$ cat src/hw/decoder_config.svh
`ifndef DECODER_CONFIG_SVH
`define DECODER_CONFIG_SVH

// Program memory word
`define INSTR_WIDTH 16

// IALU operand word
`define IALU_WORD_WIDTH 16

// Register file index, one of 16 registers
`define REG_IDX_WIDTH 4

// Root opcode in word bits 3:0
`define OPCODE_WIDTH 4

// Width of every function field
`define FUNC_WIDTH 4

// Short immediate in word bits 15:12
`define IMMA_WIDTH 4

`endif

$ cat src/hw/decoder_pkg.sv
`default_nettype none

`include "decoder_config.svh"

package decoder_pkg;

    typedef enum logic [`OPCODE_WIDTH-1:0] {
        NOP    = 0,
        U_TYPE = 1,
        J_TYPE = 2,
        S_TYPE = 3,
        LH     = 4,
        LHO    = 5,
        ADD    = 6,
        SUB    = 7
    } opcode_e;

    // S-type function, word bits 7:4
    typedef enum logic [`FUNC_WIDTH-1:0] {
        SH  = 4,
        SHO = 5
    } s_func_e;

    // U-type function, word bits 11:8
    typedef enum logic [`FUNC_WIDTH-1:0] {
        LI  = 3,
        LIL = 4
    } u_func_e;

    typedef struct packed {
        logic ialu_add;
        logic neg_src1;
        logic neg_src2;
        logic load_dmem;
        logic store_dmem;
        logic write_res_to_reg;
        logic write_src2_to_res;
    } ctrl_t;

    typedef enum logic [2:0] {
        ZERO      = 0,
        REG_A     = 1,
        REG_B     = 2,
        IMM_SHORT = 3,
        IMM_WORD  = 4
    } opnd_sel_e;

    typedef struct packed {
        logic [`INSTR_WIDTH-1:0] first_word;
        logic [`INSTR_WIDTH-1:0] cur_word;
        logic                    flushed;
    } seq_word_t;

    typedef struct packed {
        ctrl_t                     ctrl;
        opnd_sel_e                 sel1;
        opnd_sel_e                 sel2;
        opnd_sel_e                 sel3;
        logic [`REG_IDX_WIDTH-1:0] res_reg_idx;
    } decode_t;

    typedef struct packed {
        ctrl_t                       ctrl;
        logic [`IALU_WORD_WIDTH-1:0] src1;
        logic [`IALU_WORD_WIDTH-1:0] src2;
        logic [`IALU_WORD_WIDTH-1:0] src3;
        logic [`REG_IDX_WIDTH-1:0]   res_reg_idx;
    } issue_t;

    // LI, LHO and SHO carry a second word
    function automatic logic is_two_word(input logic [`INSTR_WIDTH-1:0] word);
        logic [`OPCODE_WIDTH-1:0] opc;
        opc = word[`OPCODE_WIDTH-1:0];
        return (opc == LHO)
            || (opc == U_TYPE && word[11:8] == LI)
            || (opc == S_TYPE && word[7:4] == SHO);
    endfunction

endpackage

`default_nettype wire

$ cat src/hw/word_sequencer.sv
`timescale 1ns/1ps
`default_nettype none

`include "decoder_config.svh"

module word_sequencer
    import decoder_pkg::*;
(
    input  wire logic                      clock,
    input  wire logic                      reset,
    input  wire logic [`INSTR_WIDTH-1:0]   instr,
    input  wire logic                      flush,
    output seq_word_t                      seq,
    output logic      [`REG_IDX_WIDTH-1:0] src1_reg_idx,
    output logic      [`REG_IDX_WIDTH-1:0] src2_reg_idx
);

    logic [`INSTR_WIDTH-1:0] cur_word_q;
    logic [`INSTR_WIDTH-1:0] prev_word_q;   // Word sampled one edge earlier
    logic                    flush_q;
    logic                    second_q;      // Current word is a second word
    logic                    second_d;
    logic [`INSTR_WIDTH-1:0] first_word;

    // Sample the incoming word every cycle, no stall
    always_ff @(posedge clock or posedge reset) begin
        if (reset) begin
            cur_word_q  <= '0;
            prev_word_q <= '0;
            flush_q     <= 1'b0;
        end else begin
            cur_word_q  <= instr;
            prev_word_q <= cur_word_q;
            flush_q     <= flush;
        end
    end

    // A first word that opens a pair, and was not flushed, moves us to phase two.
    // A second word or a flush always brings us back to phase one.
    assign second_d = !second_q && !flush_q && is_two_word(cur_word_q);

    always_ff @(posedge clock or posedge reset) begin
        if (reset) begin
            second_q <= 1'b0;
        end else begin
            second_q <= second_d;
        end
    end

    assign first_word = second_q ? prev_word_q : cur_word_q;

    assign seq.first_word = first_word;
    assign seq.cur_word   = cur_word_q;
    assign seq.flushed    = flush_q;

    // Register file read indices
    assign src1_reg_idx = first_word[11:8];
    assign src2_reg_idx = first_word[15:12];

endmodule

`default_nettype wire

$ cat src/hw/control_decoder.sv
`timescale 1ns/1ps
`default_nettype none

`include "decoder_config.svh"

module control_decoder
    import decoder_pkg::*;
(
    input  wire seq_word_t seq,
    output decode_t        dec
);

    opcode_e opcode;
    s_func_e s_func;
    u_func_e u_func;
    logic    first_of_pair;

    assign opcode = opcode_e'(seq.first_word[`OPCODE_WIDTH-1:0]);
    assign s_func = s_func_e'(seq.first_word[7:4]);
    assign u_func = u_func_e'(seq.first_word[11:8]);

    // Phase one of a pair shows the same word on both slots
    assign first_of_pair = is_two_word(seq.first_word) && (seq.first_word == seq.cur_word);

    always_comb begin
        dec = '0;

        if (!seq.flushed && !first_of_pair) begin
            case (opcode)
                ADD: begin
                    dec.ctrl.ialu_add         = 1'b1;
                    dec.ctrl.write_res_to_reg = 1'b1;
                    dec.sel1                  = REG_A;
                    dec.sel2                  = REG_B;
                end

                SUB: begin
                    dec.ctrl.ialu_add         = 1'b1;
                    dec.ctrl.neg_src2         = 1'b1;   // a + (-b)
                    dec.ctrl.write_res_to_reg = 1'b1;
                    dec.sel1                  = REG_A;
                    dec.sel2                  = REG_B;
                end

                U_TYPE: begin
                    case (u_func)
                        LIL: begin
                            dec.ctrl.write_res_to_reg  = 1'b1;
                            dec.ctrl.write_src2_to_res = 1'b1;
                            dec.sel2                   = IMM_SHORT;
                        end
                        LI: begin
                            dec.ctrl.write_res_to_reg  = 1'b1;
                            dec.ctrl.write_src2_to_res = 1'b1;
                            dec.sel2                   = IMM_WORD;
                        end
                        default: ;
                    endcase
                end

                LH: begin
                    dec.ctrl.load_dmem         = 1'b1;
                    dec.ctrl.write_res_to_reg  = 1'b1;
                    dec.ctrl.write_src2_to_res = 1'b1;
                    dec.sel2                   = REG_A;   // Address rides on src2
                end

                LHO: begin
                    dec.ctrl.ialu_add         = 1'b1;
                    dec.ctrl.load_dmem        = 1'b1;
                    dec.ctrl.write_res_to_reg = 1'b1;
                    dec.sel1                  = REG_A;
                    dec.sel2                  = IMM_WORD;
                end

                S_TYPE: begin
                    case (s_func)
                        SH: begin
                            dec.ctrl.store_dmem        = 1'b1;
                            dec.ctrl.write_src2_to_res = 1'b1;
                            dec.sel2                   = REG_B;   // Address
                            dec.sel3                   = REG_A;   // Store data
                        end
                        SHO: begin
                            dec.ctrl.ialu_add   = 1'b1;
                            dec.ctrl.store_dmem = 1'b1;
                            dec.sel1            = IMM_WORD;       // Base
                            dec.sel2            = REG_B;
                            dec.sel3            = REG_A;
                        end
                        default: ;   // Branches decode as NOP
                    endcase
                end

                default: ;   // NOP, jumps and unknown opcodes
            endcase
        end

        // Destination only matters when a result is written back
        if (dec.ctrl.write_res_to_reg) begin
            dec.res_reg_idx = seq.first_word[7:4];
        end
    end

endmodule

`default_nettype wire

$ cat src/hw/issue_stage.sv
`timescale 1ns/1ps
`default_nettype none

`include "decoder_config.svh"

module issue_stage
    import decoder_pkg::*;
(
    input  wire logic                        clock,
    input  wire logic                        reset,
    input  wire decode_t                     dec,
    input  wire seq_word_t                   seq,
    input  wire logic [`IALU_WORD_WIDTH-1:0] src1,
    input  wire logic [`IALU_WORD_WIDTH-1:0] src2,
    output issue_t                           issue
);

    logic [`IALU_WORD_WIDTH-1:0] imm_short;
    logic [`IALU_WORD_WIDTH-1:0] imm_word;
    issue_t                      issue_d;

    function automatic logic [`IALU_WORD_WIDTH-1:0] pick(
        input opnd_sel_e                   sel,
        input logic [`IALU_WORD_WIDTH-1:0] reg_a,
        input logic [`IALU_WORD_WIDTH-1:0] reg_b,
        input logic [`IALU_WORD_WIDTH-1:0] short_imm,
        input logic [`IALU_WORD_WIDTH-1:0] word_imm
    );
        case (sel)
            REG_A:     return reg_a;
            REG_B:     return reg_b;
            IMM_SHORT: return short_imm;
            IMM_WORD:  return word_imm;
            default:   return '0;
        endcase
    endfunction

    // LIL immediate is zero extended
    assign imm_short = {{(`IALU_WORD_WIDTH-`IMMA_WIDTH){1'b0}},
                        seq.first_word[15:12]};

    // Second word of a pair
    assign imm_word = seq.cur_word;

    always_comb begin
        issue_d.ctrl        = dec.ctrl;
        issue_d.src1        = pick(dec.sel1, src1, src2, imm_short, imm_word);
        issue_d.src2        = pick(dec.sel2, src1, src2, imm_short, imm_word);
        issue_d.src3        = pick(dec.sel3, src1, src2, imm_short, imm_word);
        issue_d.res_reg_idx = dec.res_reg_idx;
    end

    always_ff @(posedge clock or posedge reset) begin
        if (reset) begin
            issue <= '0;
        end else begin
            issue <= issue_d;
        end
    end

endmodule

`default_nettype wire

$ cat src/hw/instr_decoder_top.sv
`timescale 1ns/1ps
`default_nettype none

`include "decoder_config.svh"

module instr_decoder_top
    import decoder_pkg::*;
(
    input  wire logic [`INSTR_WIDTH-1:0]     instr,
    input  wire logic                        clock,
    input  wire logic                        reset,
    input  wire logic                        flush,
    input  wire logic [`IALU_WORD_WIDTH-1:0] src1,     // Register file read data
    input  wire logic [`IALU_WORD_WIDTH-1:0] src2,
    output logic      [`REG_IDX_WIDTH-1:0]   src1_reg_idx,
    output logic      [`REG_IDX_WIDTH-1:0]   src2_reg_idx,
    output issue_t                           issue
);

    seq_word_t seq;
    decode_t   dec;

    word_sequencer u_word_sequencer (
        .clock        (clock),
        .reset        (reset),
        .instr        (instr),
        .flush        (flush),
        .seq          (seq),
        .src1_reg_idx (src1_reg_idx),
        .src2_reg_idx (src2_reg_idx)
    );

    control_decoder u_control_decoder (
        .seq (seq),
        .dec (dec)
    );

    issue_stage u_issue_stage (
        .clock (clock),
        .reset (reset),
        .dec   (dec),
        .seq   (seq),
        .src1  (src1),
        .src2  (src2),
        .issue (issue)
    );

endmodule

`default_nettype wire

$ cat config.mk
export PLATFORM = sky130hd
export DESIGN_NAME = instr_decoder_top
export DESIGN_NICKNAME = d
export VERILOG_FILES = /design/src/hw/decoder_pkg.sv /design/src/hw/word_sequencer.sv /design/src/hw/control_decoder.sv /design/src/hw/issue_stage.sv /design/src/hw/instr_decoder_top.sv
export VERILOG_INCLUDE_DIRS = /design/src /design/src/hw
export SDC_FILE = /design/constraint.sdc
export NUM_CORES = 1
export LEC_CHECK = 0
export ABC_AREA = 1
export BUFFER_PORTS_ARGS = -buffer_cell sky130_fd_sc_hd__buf_4
export CORE_ASPECT_RATIO = 0.7
export CORE_UTILIZATION = 45
export DETAILED_ROUTE_END_ITERATION = 6
export GPL_ROUTABILITY_DRIVEN = 0
export PLACE_DENSITY_LB_ADDON = 0.1
export SYNTH_ARGS = -nofsm -noshare
export SYNTH_HDL_FRONTEND = slang
export SYNTH_SLANG_ARGS = --single-unit
$ cat constraint.sdc
create_clock -name clock -period 4.6 [get_ports clock]
set_input_delay 0.23 -clock clock [delete_from_list [all_inputs] [get_ports clock]]
set_output_delay 0.23 -clock clock [all_outputs]
set_load 0.03 [all_outputs]
# Word-level counts from Yosys, hierarchy flattened

Index checks and enable logic that the tools add are counted.

Input bits: 51
Register bits: 92
Output and inout port bits: 67

Reduce and logical (&&, ||, !) cells: 21
Equality and inequality tests: 28
Multiplexer cells: 23

Operator list:

| kind                                                                   | number |
|---|---|
| 16-bit one-hot mux with 4 select lines                                 | 3 |
| 4-bit by 3-bit equality test with 1-bit output (second input constant) | 9 |
| 3-bit by 2-bit equality test with 1-bit output (second input constant) | 6 |
| 16-bit equality test                                                   | 1 |
| 4-bit by 2-bit equality test with 1-bit output (second input constant) | 4 |
| 16-bit 2-to-1 mux                                                      | 1 |
| 3-bit one-hot mux with 5 select lines                                  | 1 |
| 14-bit 2-to-1 mux                                                      | 1 |
| 3-bit one-hot mux with 2 select lines                                  | 2 |
| 3-bit by 1-bit equality test with 1-bit output (second input constant) | 3 |
| 3-bit equality test (second input constant)                            | 3 |
| 4-bit by 1-bit equality test with 1-bit output (second input constant) | 2 |
| 1-bit logical AND                                                      | 8 |
| 2-bit OR reduction                                                     | 4 |
| 1-bit 2-to-1 mux                                                       | 7 |
| 3-bit 2-to-1 mux                                                       | 2 |
| 5-bit 2-to-1 mux                                                       | 1 |
| 1-bit logical OR                                                       | 4 |
| 4-bit 2-to-1 mux                                                       | 1 |
| 1-bit one-hot mux with 2 select lines                                  | 2 |
| 4-bit OR reduction                                                     | 1 |
| 1-bit zero test                                                        | 3 |
| 1-bit one-hot mux with 3 select lines                                  | 1 |
| 3-bit OR reduction                                                     | 1 |
| 2-bit 2-to-1 mux                                                       | 1 |

# Logic depth before layout (Yosys ltp)

Gate-level depths: netlist of the first run.

Word-level depth: 11
Gate-level depth with buffers: 18
Gate-level depth less buffers: 14

# Modules after synthesis

Synthesis of the first run repeated with hierarchy kept, for this count alone.

Cells, all modules: 606
Area total of the unflattened synthesis: 4727.0 sq um

Modules (own cells, without submodules):

| module          | area each (sq um) | instances | cells an instance |
|---|---|---|---|
| issue_stage     | 2916.5            | 1         | 351 |
| word_sequencer  | 1191.1            | 1         | 110 |
| control_decoder | 619.3             | 1         | 145 |

# Worst setup path after synthesis of the first run

No wires, ideal clock.

Kind: register to register
Start point: reg u_word_sequencer.second_q
End point: reg, netlist name u_issue_stage.issue[36]
Arrival time: 2.317 ns
Period minus slack after synthesis: 2.395 ns
Path slack: 2.205 ns
Stages on the path, launching flop included: 19
Setup time: 0.078 ns
Path buffers: 4
Cell sequence: dfrtp_1 > buf_6 > inv_6 > buf_6 > nand2_2 > nand2_2 > nand2_2 > nor2_2 > nand2_2 > nand3_2 > nand3_4 > nand2_4 > nor2_1 > inv_1 > ha_1 > clkbuf_1 > clkbuf_1 > nand2_1 > a21oi_1

RTL lines:

| item                   | RTL line             | source |
|---|---|---|
| from (decl)            | word_sequencer.sv:21 | `logic second_q;` |
| from (signal assigned) | word_sequencer.sv:46 | `second_q <= second_d;` |

==> flow_summary.ini, run 1 <==
[setup_path]
worstReg2RegEnd = u_issue_stage.issue[49]
critPathCaptureType = register
crit_chain = buf_4 > nand2_1 > nand2_1 > nand2_1 > nor2_1 > nand2_1 > nand3_2 > nand3_4 > nand2_4 > nor2_1 > inv_1 > ha_1 > nand2_1 > a21oi_1
worst_ep_required_time_ns = 4.85
r2r_cells = 14
cp-start-kind = register
critPathMostFrequentCell = nand2_1
reg2reg_slack_ns = 1.16
critPathMaxStageDelay_ns = 0.94
critical_path_class = register to register
r2r_start = u_word_sequencer.second_q
slowest_stage = dfrtp_1
cp_max_fo = 28
crit_arrival_ns = 3.69

[route]
vias = 3624
routedWlPerCell_um = 14.6
first_pass_iters = 5
via_per_inst = 4.88
ant_nets = 0
remaining_drc_errors = 0
drt-initial-drc-count = 329
routed_wl_um = 10800

[timing]
timing.fmax_mhz = 291
maxSlewViolCount = 0
worst_pin_slew_ns = 0.917
fin_ws_ns = 1.16
grt_setup_unrepaired = false
setup_violations = 0
period_needed_ns = 3.44
fin_crit_sh_pct = 74.7
finalSetupTns_ns = 0
hold_viol_final = 1
maxSlewHeadroom_pct = 38.9
skew_ns = 0.00749
whs_ns = -0.000476

[placement]
pre_cts_ws_ns = 1.23
dp_hpwl_um = 7740
io_buffers = 116
place_area_um2 = 5100

[finish]
seqCellArea_um2 = 2300
antenna_cells = 0
final_nets = 667
fin_util_pct = 61.1
fillers = 786
final_cell_area_um2 = 5560
final_layout_size_suffix_gt1_share_pct = 27.3
multi_input_area_um2 = 1500
areaGrowthSynthToFinish_pct = 30.9

[logic_synthesis]
synth-adder-area-share_pct = 0.589
synthXorXnorAreaFrac_pct = 0
muxShareOfSynthArea_pct = 0
syn_avg_cell_area_um2 = 8.58
synth_compound_area_share_pct = 3.56
synth-seq-area-share_pct = 54.2
syn-cell-area_um2 = 4250
synth_top_family_by_area = simple AND/OR/NAND/NOR gates
synth-simple-area-share_pct = 30.9
synth_top_area_cell = dfrtp_1
synth-seq-cells = 92
syn_nets = 548
synth_top_area_share_pct = 54.2
synth_cell_types = 31
synth_area_leaders = dfrtp_1, nand2_1, nand3_1
syn_inst = 495
ys_warn_count = 0

[pwr]
pwr_density_cell_nw_per_um2 = 320
p_comb_share_pct = 12.0
sequentialPowerShare_pct = 48.2
p_switching_w = 0.000455
power_leakage_nw = 3.01
peakVddDrop_mv = 0.248
pwr-share-clk_pct = 39.8
p_sw_share_pct = 25.6
p_int_w = 0.00133

[clocking]
cts.sinks = 92
root_buffer = clkbuf_16
h-tree-depth = 3
cts_tree = done
cts_buffers = 9
ctsLongestPathBuffers = 2
clock_latency_ns = 0.34
cts_setup_buffers = 0
clk_pin_slew_ns = 0.07

[status]
violations = negative hold slack
status = complete, but fails checks

[floorplanning]
ios = 118
die_h_um = 83.3
die-area_um2 = 9840
die_x_um = 118
rows = 29
core_area_um2 = 9110
initial_core_util_pct = 46.7

[global_routing]
grt_max_degree = 50
antenna_found_initial = 0
overflow = 0
grt_pass1_wl_um = 17900
grt_pass1_vias = 3500
grtUsageTotal_pct = 23.7

[hold_path]
hp-class = input pin to async pin

[run]
drv_cap = 0
power by group through the flow:
stage                     registers [W]  clock network, W  logic (W)
after detailed placement       0.000874                 0   0.000203
after floorplan                0.000884                 0   0.000109
after global placement         0.000873                 0   0.000200
after CTS                      0.000859          0.000721   0.000216
final                          0.000859          0.000708   0.000214
after global routing           0.000862          0.000753   0.000235
final cells by class:
type / instances / area share, %
clock buffers: 13 / 4.86
inverters: 69 / 4.77
flip-flops and latches: 92 / 41.4
repair buffers: 135 / 19.0
clock inverters: 3 / 0.360
well taps: 124 / 2.79
multi-input cells: 307 / 26.9
cells in the final DEF (no fill, tap or decap), drive strengths merged, types with 3 or more instances in the layout:
master,n
nand3,62
clkbuf,13
nand4,18
clkinv,3
inv,67
dfrtp,92
a21oi,20
o21ai,6
buf,118
nor2,47
dlygate4sd3,17
nand2,144
nor3,3
kinds of logic (layout without fill, tap and decap cells):
logic type,Yosys count,after routing
and+or+nand+nor,277,277
buffers and inverters,96,220
DFF,92,92
AOI/OAI and AO/OA,27,27
adders and majority gates,2,2
other,1,1
per-stage QoR:
stage	power (W)	hold slack [ns]	instances
after global placement	0.00107	0.339	710
after CTS	0.00180	0.0286	743
final	0.00178	-0.000476	743
after floorplan	0.000994	0.261	495
after global routing	0.00185	0.0663	743
after detailed placement	0.00108	0.341	710
per-layer routing:
metal	vias up	routed length [um]	global-route usage, %
met5	-	0	0
met1	1702	5250	34.4
li1	1770	-	-
met3	16	716	5.84
met2	136	4720	35.0
met4	0	161	7.11
state kept, by name, summed over array words and instances, names as in the netlist:
register / cells
u_issue_stage.issue: 58
u_word_sequencer.cur_word_q: 16
u_word_sequencer.flush_q: 1
u_word_sequencer.prev_word_q: 16
u_word_sequencer.second_q: 1
Yosys cell counts (all sizes together):
cell type    n
a31oi        1
nor4         2
clkbuf       6
nand2      144
o21ai        6
dfrtp       92
nor3         3
nand4       18
nor2        47
nand3       62
a21oi       20
buf         21
ha           2
clkinv       1
nand3b       1
conb         1
inv         68
worst max-delay path: cells and delay by family (launching register included):
| family | cells | cell delay (ns) |
|---|---|---|
| flip-flops | 1 | 0.94 |
| AO/OA/AOI/OAI | 1 | 0.20 |
| AND/OR/NAND/NOR | 10 | 1.12 |
| buffers and inverters | 2 | 0.48 |
| adder cells (fa/ha/maj) | 1 | 0.58 |
worst max-delay path by stage:
stage	to	cells past startpoint	start	slack, ns
2_1_floorplan	u_issue_stage.issue[0]	1	reset	1.98
3_3_place_gp	u_issue_stage.issue[39]	14	u_word_sequencer.second_q	1.46
3_5_place_dp	u_issue_stage.issue[37]	14	u_word_sequencer.second_q	1.23
4_1_cts	u_issue_stage.issue[49]	14	u_word_sequencer.second_q	1.21
5_1_grt	u_issue_stage.issue[44]	14	u_word_sequencer.second_q	0.89
6_report	u_issue_stage.issue[49]	14	u_word_sequencer.second_q	1.16
repair_timing:
item	4_1_cts	5_1_grt
resized for setup	0	0
endpoints found under the hold margin	17	0
hold buffers	17	0
Note: power is estimated with default switching activity, not from simulation.
==> inputs of run 2 (changes only) <==
--- a/config.mk
+++ b/config.mk
@@ -6,7 +6,7 @@
 export SDC_FILE = /design/constraint.sdc
 export NUM_CORES = 1
 export LEC_CHECK = 0
-export ABC_AREA = 1
+export ABC_AREA = 0
 export BUFFER_PORTS_ARGS = -buffer_cell sky130_fd_sc_hd__buf_4
 export CORE_ASPECT_RATIO = 0.7
 export CORE_UTILIZATION = 45
==> constraint.sdc (replaced) <==
create_clock -name clock -period 3.3 [get_ports clock]
set_input_delay 0.165 -clock clock [delete_from_list [all_inputs] [get_ports clock]]
set_output_delay 0.165 -clock clock [all_outputs]
set_load 0.03 [all_outputs]
==> run 2 against run 1 <==
Against the previous run: the flow now finishes without violations; non-clock buffer count rose by 6; die area down 8.3%; sequential share of layout area grew 3.0 points; setup slack worse by 0.84 ns; area after synthesis decreased by 8.5%.
==> flow_summary.ini, run 2 <==
[status]
status = complete, no violations

[logic_synthesis]
syn_nets = 375
syn_avg_cell_area_um2 = 12.1
synth_enable_flop_cells = 0
syn-cell-area_um2 = 3890
synthArstFlopShare_pct = 100
synth_area_leaders = dfrtp_1, nor3b_1, xnor2_1
ys_warn_count = 0
yosys_most_used_dff = dfrtp_1
synth_cell_types = 42
synth-seq-area-share_pct = 59.2
synth_top_area_share_pct = 59.2
synth_top_area_cell = dfrtp_1
syn_inst = 322
synth-seq-cells = 92
yosys.cell_count.top_type = dfrtp_1
synthTopCellsByCount = dfrtp_1, nor2_1, nand2_1

[placement]
dp_cells = 515
io_buffers = 116
dp_hpwl_um = 7410

[timing]
period_needed_ns = 2.98
grt_setup_unrepaired = false
maxSlewHeadroom_pct = 54.4
fin_crit_sh_pct = 90.2
finalSetupTns_ns = 0
timing.fmax_mhz = 336
whs_ns = 0.0531
worst_pin_slew_ns = 0.683
maxSlewViolCount = 0
skew_ns = 0.00870
hold_viol_final = 0
setup_violations = 0

[pwr]
pwr_density_cell_nw_per_um2 = 465
power_leakage_nw = 2.34
fin_total_pwr_w = 0.00241
peakVddDrop_mv = 0.480

[global_routing]
grt_pass1_vias = 2927
grt_pass1_wl_um = 16200
grt_max_degree = 35
overflow = 0
antenna_found_initial = 0
grtUsageTotal_pct = 24.7

[floorplanning]
rows = 27
ios = 118
die-area_um2 = 9020
die_h_um = 79.8
initial_core_util_pct = 47.9
die_x_um = 113
core_area_um2 = 8110

[clocking]
root_buffer = clkbuf_16
cts.sinks = 92
ctsLongestPathBuffers = 2
h-tree-depth = 3
clk_pin_slew_ns = 0.06
cts_tree = done
cts_buffers = 9
cts_setup_buffers = 0
clock_latency_ns = 0.35

[finish]
areaGrowthSynthToFinish_pct = 33.6
final_cells = 549
fin_util_pct = 64.1
reg_top3 = u_issue_stage.issue: 58 flops, u_word_sequencer.cur_word_q: 16 flops, u_word_sequencer.prev_word_q: 16 flops
antenna_cells = 0
final_layout_size_suffix_gt1_share_pct = 35.3
final_nets = 496
largest_reg_flops = 58
fillers = 651
largest-register = u_issue_stage.issue
final_common_cell = buf_4
final_cell_mix = buf_4, dfrtp_1, nor2_1

[setup_path]
r2r_start = u_word_sequencer.cur_word_q[2]
reg2reg_slack_ns = 0.32
cp-start-kind = register
critPathCaptureType = register
cp_max_fo = 16
r2r_cells = 8
crit_arrival_ns = 3.24
worst_ep_required_time_ns = 3.57
critical_path_class = register to register
crit_chain = xnor2_1 > nand4_1 > o41a_1 > a2bb2oi_4 > or2_2 > ha_1 > a22oi_1 > nor2_1
worstReg2RegEnd = u_issue_stage.issue[41]
critPathMaxStageDelay_ns = 0.65
slowest_stage = o41a_1

[hold_path]
hp-start = src2[15]
hold_end = u_issue_stage.issue[35]
min_path_cells = 3
hp-class = input pin to register

[route]
routedWlPerCell_um = 18.7
routed_wl_um = 10300
ant_nets = 0
first_pass_iters = 5
remaining_drc_errors = 0
drt-initial-drc-count = 261
via_per_inst = 5.53
vias = 3035

[run]
drv_cap = 0
==> run 2: cell count changes in the layout (fill, tap and decap cells not counted), moves of 8 or more <==
cell     previous run  this run
a21oi_1            19         4
a22oi_1             0        18
a32oi_1             0        12
inv_1              60         2
mux2_2              0         8
nand2_1           134        20
nand3_1            59         2
nand4_1            17         4
nor2_1             35        25
nor3b_1             0        19
o21ai_1             0        15
xnor2_1             0        16
==> run 2: cells by family after synthesis <==
group           share of synthesized area [%]
simple gates                             13.5
flops                                    59.2
compound gates                           13.7
buf+inv                                  5.34
xor+xnor                                 3.60
mux                                      3.86
fa+ha+maj                               0.644
other cells                            0.0965
==> run 2: per-layer routing <==
metal	wire length, um	vias up	GRT usage, %
met5	0	-	0
met4	116	0	8.42
met3	863	11	7.29
met2	4450	147	34.6
met1	4860	1479	36.2
li1	-	1398	-
==> run 2: what timing repair did <==
item                                   CTS  global route
hold buffers                            18             0
setup endpoints to repair                0            14
endpoints found under the hold margin   45             0
gates resized for setup                  0             1
==> run 2: final cells by class <==
type / count / area, um2 / area share, %
clock inverters: 4 / 25.0 / 0.482
inverters: 3 / 12.5 / 0.241
repair buffers: 141 / 1100 / 21.2
well taps: 101 / 126 / 2.43
clock buffers: 12 / 246 / 4.74
flip-flops and latches: 92 / 2300 / 44.3
multi-input cells: 196 / 1380 / 26.5
==> run 2: through the flow <==
stage / setup WS (ns) / instance area, um2
after floorplan: 0.630 / 3890
after global placement: 0.381 / 4740
after detailed placement: 0.275 / 4740
after CTS: 0.261 / 5190
after global routing: 0.116 / 5190
final: 0.324 / 5190
==> run 2: worst max-delay path by stage <==
stage	startpoint	end	slack (ns)	cells after the start
after detailed placement	u_word_sequencer.second_q	u_issue_stage.issue[41]	0.28	8
after CTS	u_word_sequencer.second_q	u_issue_stage.issue[41]	0.26	8
after global placement	u_word_sequencer.second_q	u_issue_stage.issue[44]	0.38	6
final	u_word_sequencer.cur_word_q[2]	u_issue_stage.issue[41]	0.32	8
after floorplan	u_word_sequencer.second_q	u_issue_stage.issue[36]	0.63	9
after global routing	u_word_sequencer.cur_word_q[2]	u_issue_stage.issue[50]	0.12	8
==> run 2: critical path, delay by kind of cell, from the launching register on <==
| kind | cells | cell delay, ns |
|---|---|---|
| and+or+nand+nor | 3 | 0.43 |
| DFF | 1 | 0.52 |
| xor gates and xnor gates | 1 | 0.25 |
| adders and majority gates | 1 | 0.54 |
| AOI/OAI and AO/OA | 3 | 1.16 |
==> run 2: power by group <==
part	switching [W]	internal, W
registers	0.0000418	0.00116
logic	0.000148	0.000124
clock network	0.000412	0.000528
total	0.000602	0.00181
==> inputs of run 3 (changes only) <==
--- a/config.mk
+++ b/config.mk
@@ -12,6 +12,7 @@
 export CORE_UTILIZATION = 45
 export DETAILED_ROUTE_END_ITERATION = 6
 export GPL_ROUTABILITY_DRIVEN = 0
+export GPL_TIMING_DRIVEN = 0
 export PLACE_DENSITY_LB_ADDON = 0.1
 export SYNTH_ARGS = -nofsm -noshare
 export SYNTH_HDL_FRONTEND = slang
==> constraint.sdc (replaced) <==
create_clock -name clock -period 3.3 [get_ports clock]
set_input_delay 0.165 -clock clock [delete_from_list [all_inputs] [get_ports clock]]
set_output_delay 0.165 -clock clock [all_outputs]
set_load 0.02 [all_outputs]
==> run 3 against run 2 <==
Against the previous run: power up 5.2%; via count increased by 3.0%; critical path depth increased by 3; combinational power is 4% higher; first-iteration DRC count increased by 10%; non-clock buffer count increased by 24.
==> flow_summary.ini, run 3 (synthesis results as in run 2) <==
[setup_path]
cp-start-kind = register
critPathCaptureType = register
critical_path_class = register to register
critPathMostFrequentCell = nor2_1
critPathMaxStageDelay_ns = 0.56
crit_start = u_word_sequencer.cur_word_q[3]
worst_ep_required_time_ns = 3.51
cp_max_fo = 10
r2r_start = u_word_sequencer.cur_word_q[3]
worstReg2RegEnd = u_issue_stage.issue[45]
slowest_stage = dfrtp_1
reg2reg_slack_ns = 0.18
r2r_cells = 11
crit_arrival_ns = 3.33
crit_chain = xnor2_1 > nand4_1 > o41a_1 > buf_2 > a2bb2oi_4 > buf_4 > nor2_1 > ha_1 > clkbuf_1 > clkbuf_2 > nor2_1

[finish]
largest-register = u_issue_stage.issue
fillers = 641
final_common_cell = buf_4
largest_reg_flops = 58
final_cell_mix = buf_4, dfrtp_1, nor2_1
final_cells = 572
reg_top3 = u_issue_stage.issue: 58 flops, u_word_sequencer.cur_word_q: 16 flops, u_word_sequencer.prev_word_q: 16 flops
areaGrowthSynthToFinish_pct = 39.2
antenna_cells = 0
final_nets = 520
final_layout_size_suffix_gt1_share_pct = 37.8
final_cell_area_um2 = 5410

[placement]
place_area_um2 = 4910
io_buffers = 116
dp_hpwl_um = 7440
dp_cells = 540

[global_routing]
antenna_found_initial = 0
grt_pass1_vias = 2889
overflow = 0
grt_max_degree = 69
grt_pass1_wl_um = 15700
grtUsageTotal_pct = 23.6

[route]
via_per_inst = 5.47
remaining_drc_errors = 0
routed_wl_um = 10200
routedWlPerCell_um = 17.8
vias = 3127
ant_nets = 0
drt-initial-drc-count = 288
first_pass_iters = 5

[pwr]
pwr-share-clk_pct = 41.7
peakVddDrop_mv = 0.372
p_int_w = 0.00196
sequentialPowerShare_pct = 47.2
power_leakage_nw = 2.47
p_switching_w = 0.000581
pwr_density_cell_nw_per_um2 = 469
p_comb_share_pct = 11.1
p_sw_share_pct = 22.9

[timing]
fin_crit_sh_pct = 94.5
finalSetupTns_ns = 0
maxSlewViolCount = 0
grt_setup_unrepaired = false
setup_violations = 0
skew_ns = 0.00665
timing.fmax_mhz = 321
period_needed_ns = 3.12
worst_pin_slew_ns = 0.735
hold_viol_final = 0
maxSlewHeadroom_pct = 51.0

[clocking]
cts.sinks = 92
cts_tree = done
root_buffer = clkbuf_16
cts_buffers = 9
clock_latency_ns = 0.33
clk_pin_slew_ns = 0.06
ctsLongestPathBuffers = 2
h-tree-depth = 3

[hold_path]
hp-class = input pin to register
min_path_cells = 3
hold_end = u_issue_stage.issue[27]
hp-start = src2[7]

[run]
drv_cap = 0

[floorplanning]
core_area_um2 = 8110
die_x_um = 113
die_h_um = 79.8
ios = 118
initial_core_util_pct = 47.9
die-area_um2 = 9020
rows = 27

[status]
status = complete, no violations
==> run 3: cell types whose count changed in the layout (fill, tap and decap cells not counted), moves of 2 or more <==
cell / before / now
clkbuf_1: 2 / 6
mux2i_2: 0 / 2
bufinv_16: 0 / 2
mux2i_1: 6 / 4
buf_6: 0 / 2
clkinv_2: 3 / 0
buf_2: 0 / 7
buf_4: 123 / 131
==> run 3: final cells by class <==
type | instances | area (um2) | area share (%)
multi-input cells | 196 | 1390 | 25.7
flip-flops and latches | 92 | 2300 | 42.5
inverters | 3 | 13.8 | 0.254
well taps | 101 | 126 | 2.33
clock buffers | 11 | 233 | 4.30
repair buffers | 135 | 1080 | 19.9
clock inverters | 4 | 75.1 | 1.39
plain buffers | 30 | 194 | 3.58
==> run 3: worst max path at each step <==
stage                                                 to  slack (ns)  depth (start not counted)
after global placement    u_word_sequencer.cur_word_q[8]       -0.20                          2
after global routing             u_issue_stage.issue[46]        0.01                         12
final                            u_issue_stage.issue[45]        0.18                         11
after CTS                        u_issue_stage.issue[45]        0.06                         11
after floorplan                  u_issue_stage.issue[36]        0.63                          9
after detailed placement         u_issue_stage.issue[45]        0.11                         11
==> run 3: power by group through the flow <==
stage	combinational (W)	clock [W]	sequential [W]
after detailed placement	0.000264	0	0.00122
after global routing	0.000306	0.00113	0.00120
final	0.000283	0.00106	0.00120
after floorplan	0.000134	0	0.00122
after CTS	0.000282	0.00108	0.00120
after global placement	0.000258	0	0.00122
==> run 3: worst max-delay path, delay by kind of cell, from the launching register on <==
kind | cells | cell delay (ns)
AND/OR/NAND/NOR | 3 | 0.28
flip-flops | 1 | 0.56
XOR/XNOR | 1 | 0.16
adder cells (fa/ha/maj) | 1 | 0.29
AO/OA/AOI/OAI | 2 | 0.73
buffers and inverters | 4 | 0.97
==> run 3: per-layer routing <==
| metal | part of all wire, % | GRT usage [%] | vias to the layer above |
|---|---|---|---|
| met4 | 1.0 | 6.32 | 0 |
| met3 | 9.4 | 5.85 | 6 |
| li1 | - | - | 1437 |
| met2 | 44 | 35.0 | 173 |
| met1 | 46 | 34.6 | 1511 |
| met5 | 0 | 0 | - |
==> run 3: repair_timing <==
action | CTS | global route
resized for setup | 0 | 5
buffers inserted | 0 | 0
endpoints found under the setup margin | 0 | 10
hold endpoints to repair | 41 | 0
hold buffers | 18 | 0
==> run 3: per-stage QoR <==
stage | setup slack (ns) | total power, W | utilization (%) | hold slack [ns]
5_1_grt | 0.0143 | 0.00264 | 66.8 | 0.0724
6_report | 0.183 | 0.00254 | 66.8 | 0.0706
3_5_place_dp | 0.107 | 0.00148 | 60.6 | 0.159
2_1_floorplan | 0.630 | 0.00135 | - | 0.196
3_3_place_gp | -0.203 | 0.00147 | 60.2 | 0.274
4_1_cts | 0.0630 | 0.00256 | 66.6 | 0.0625
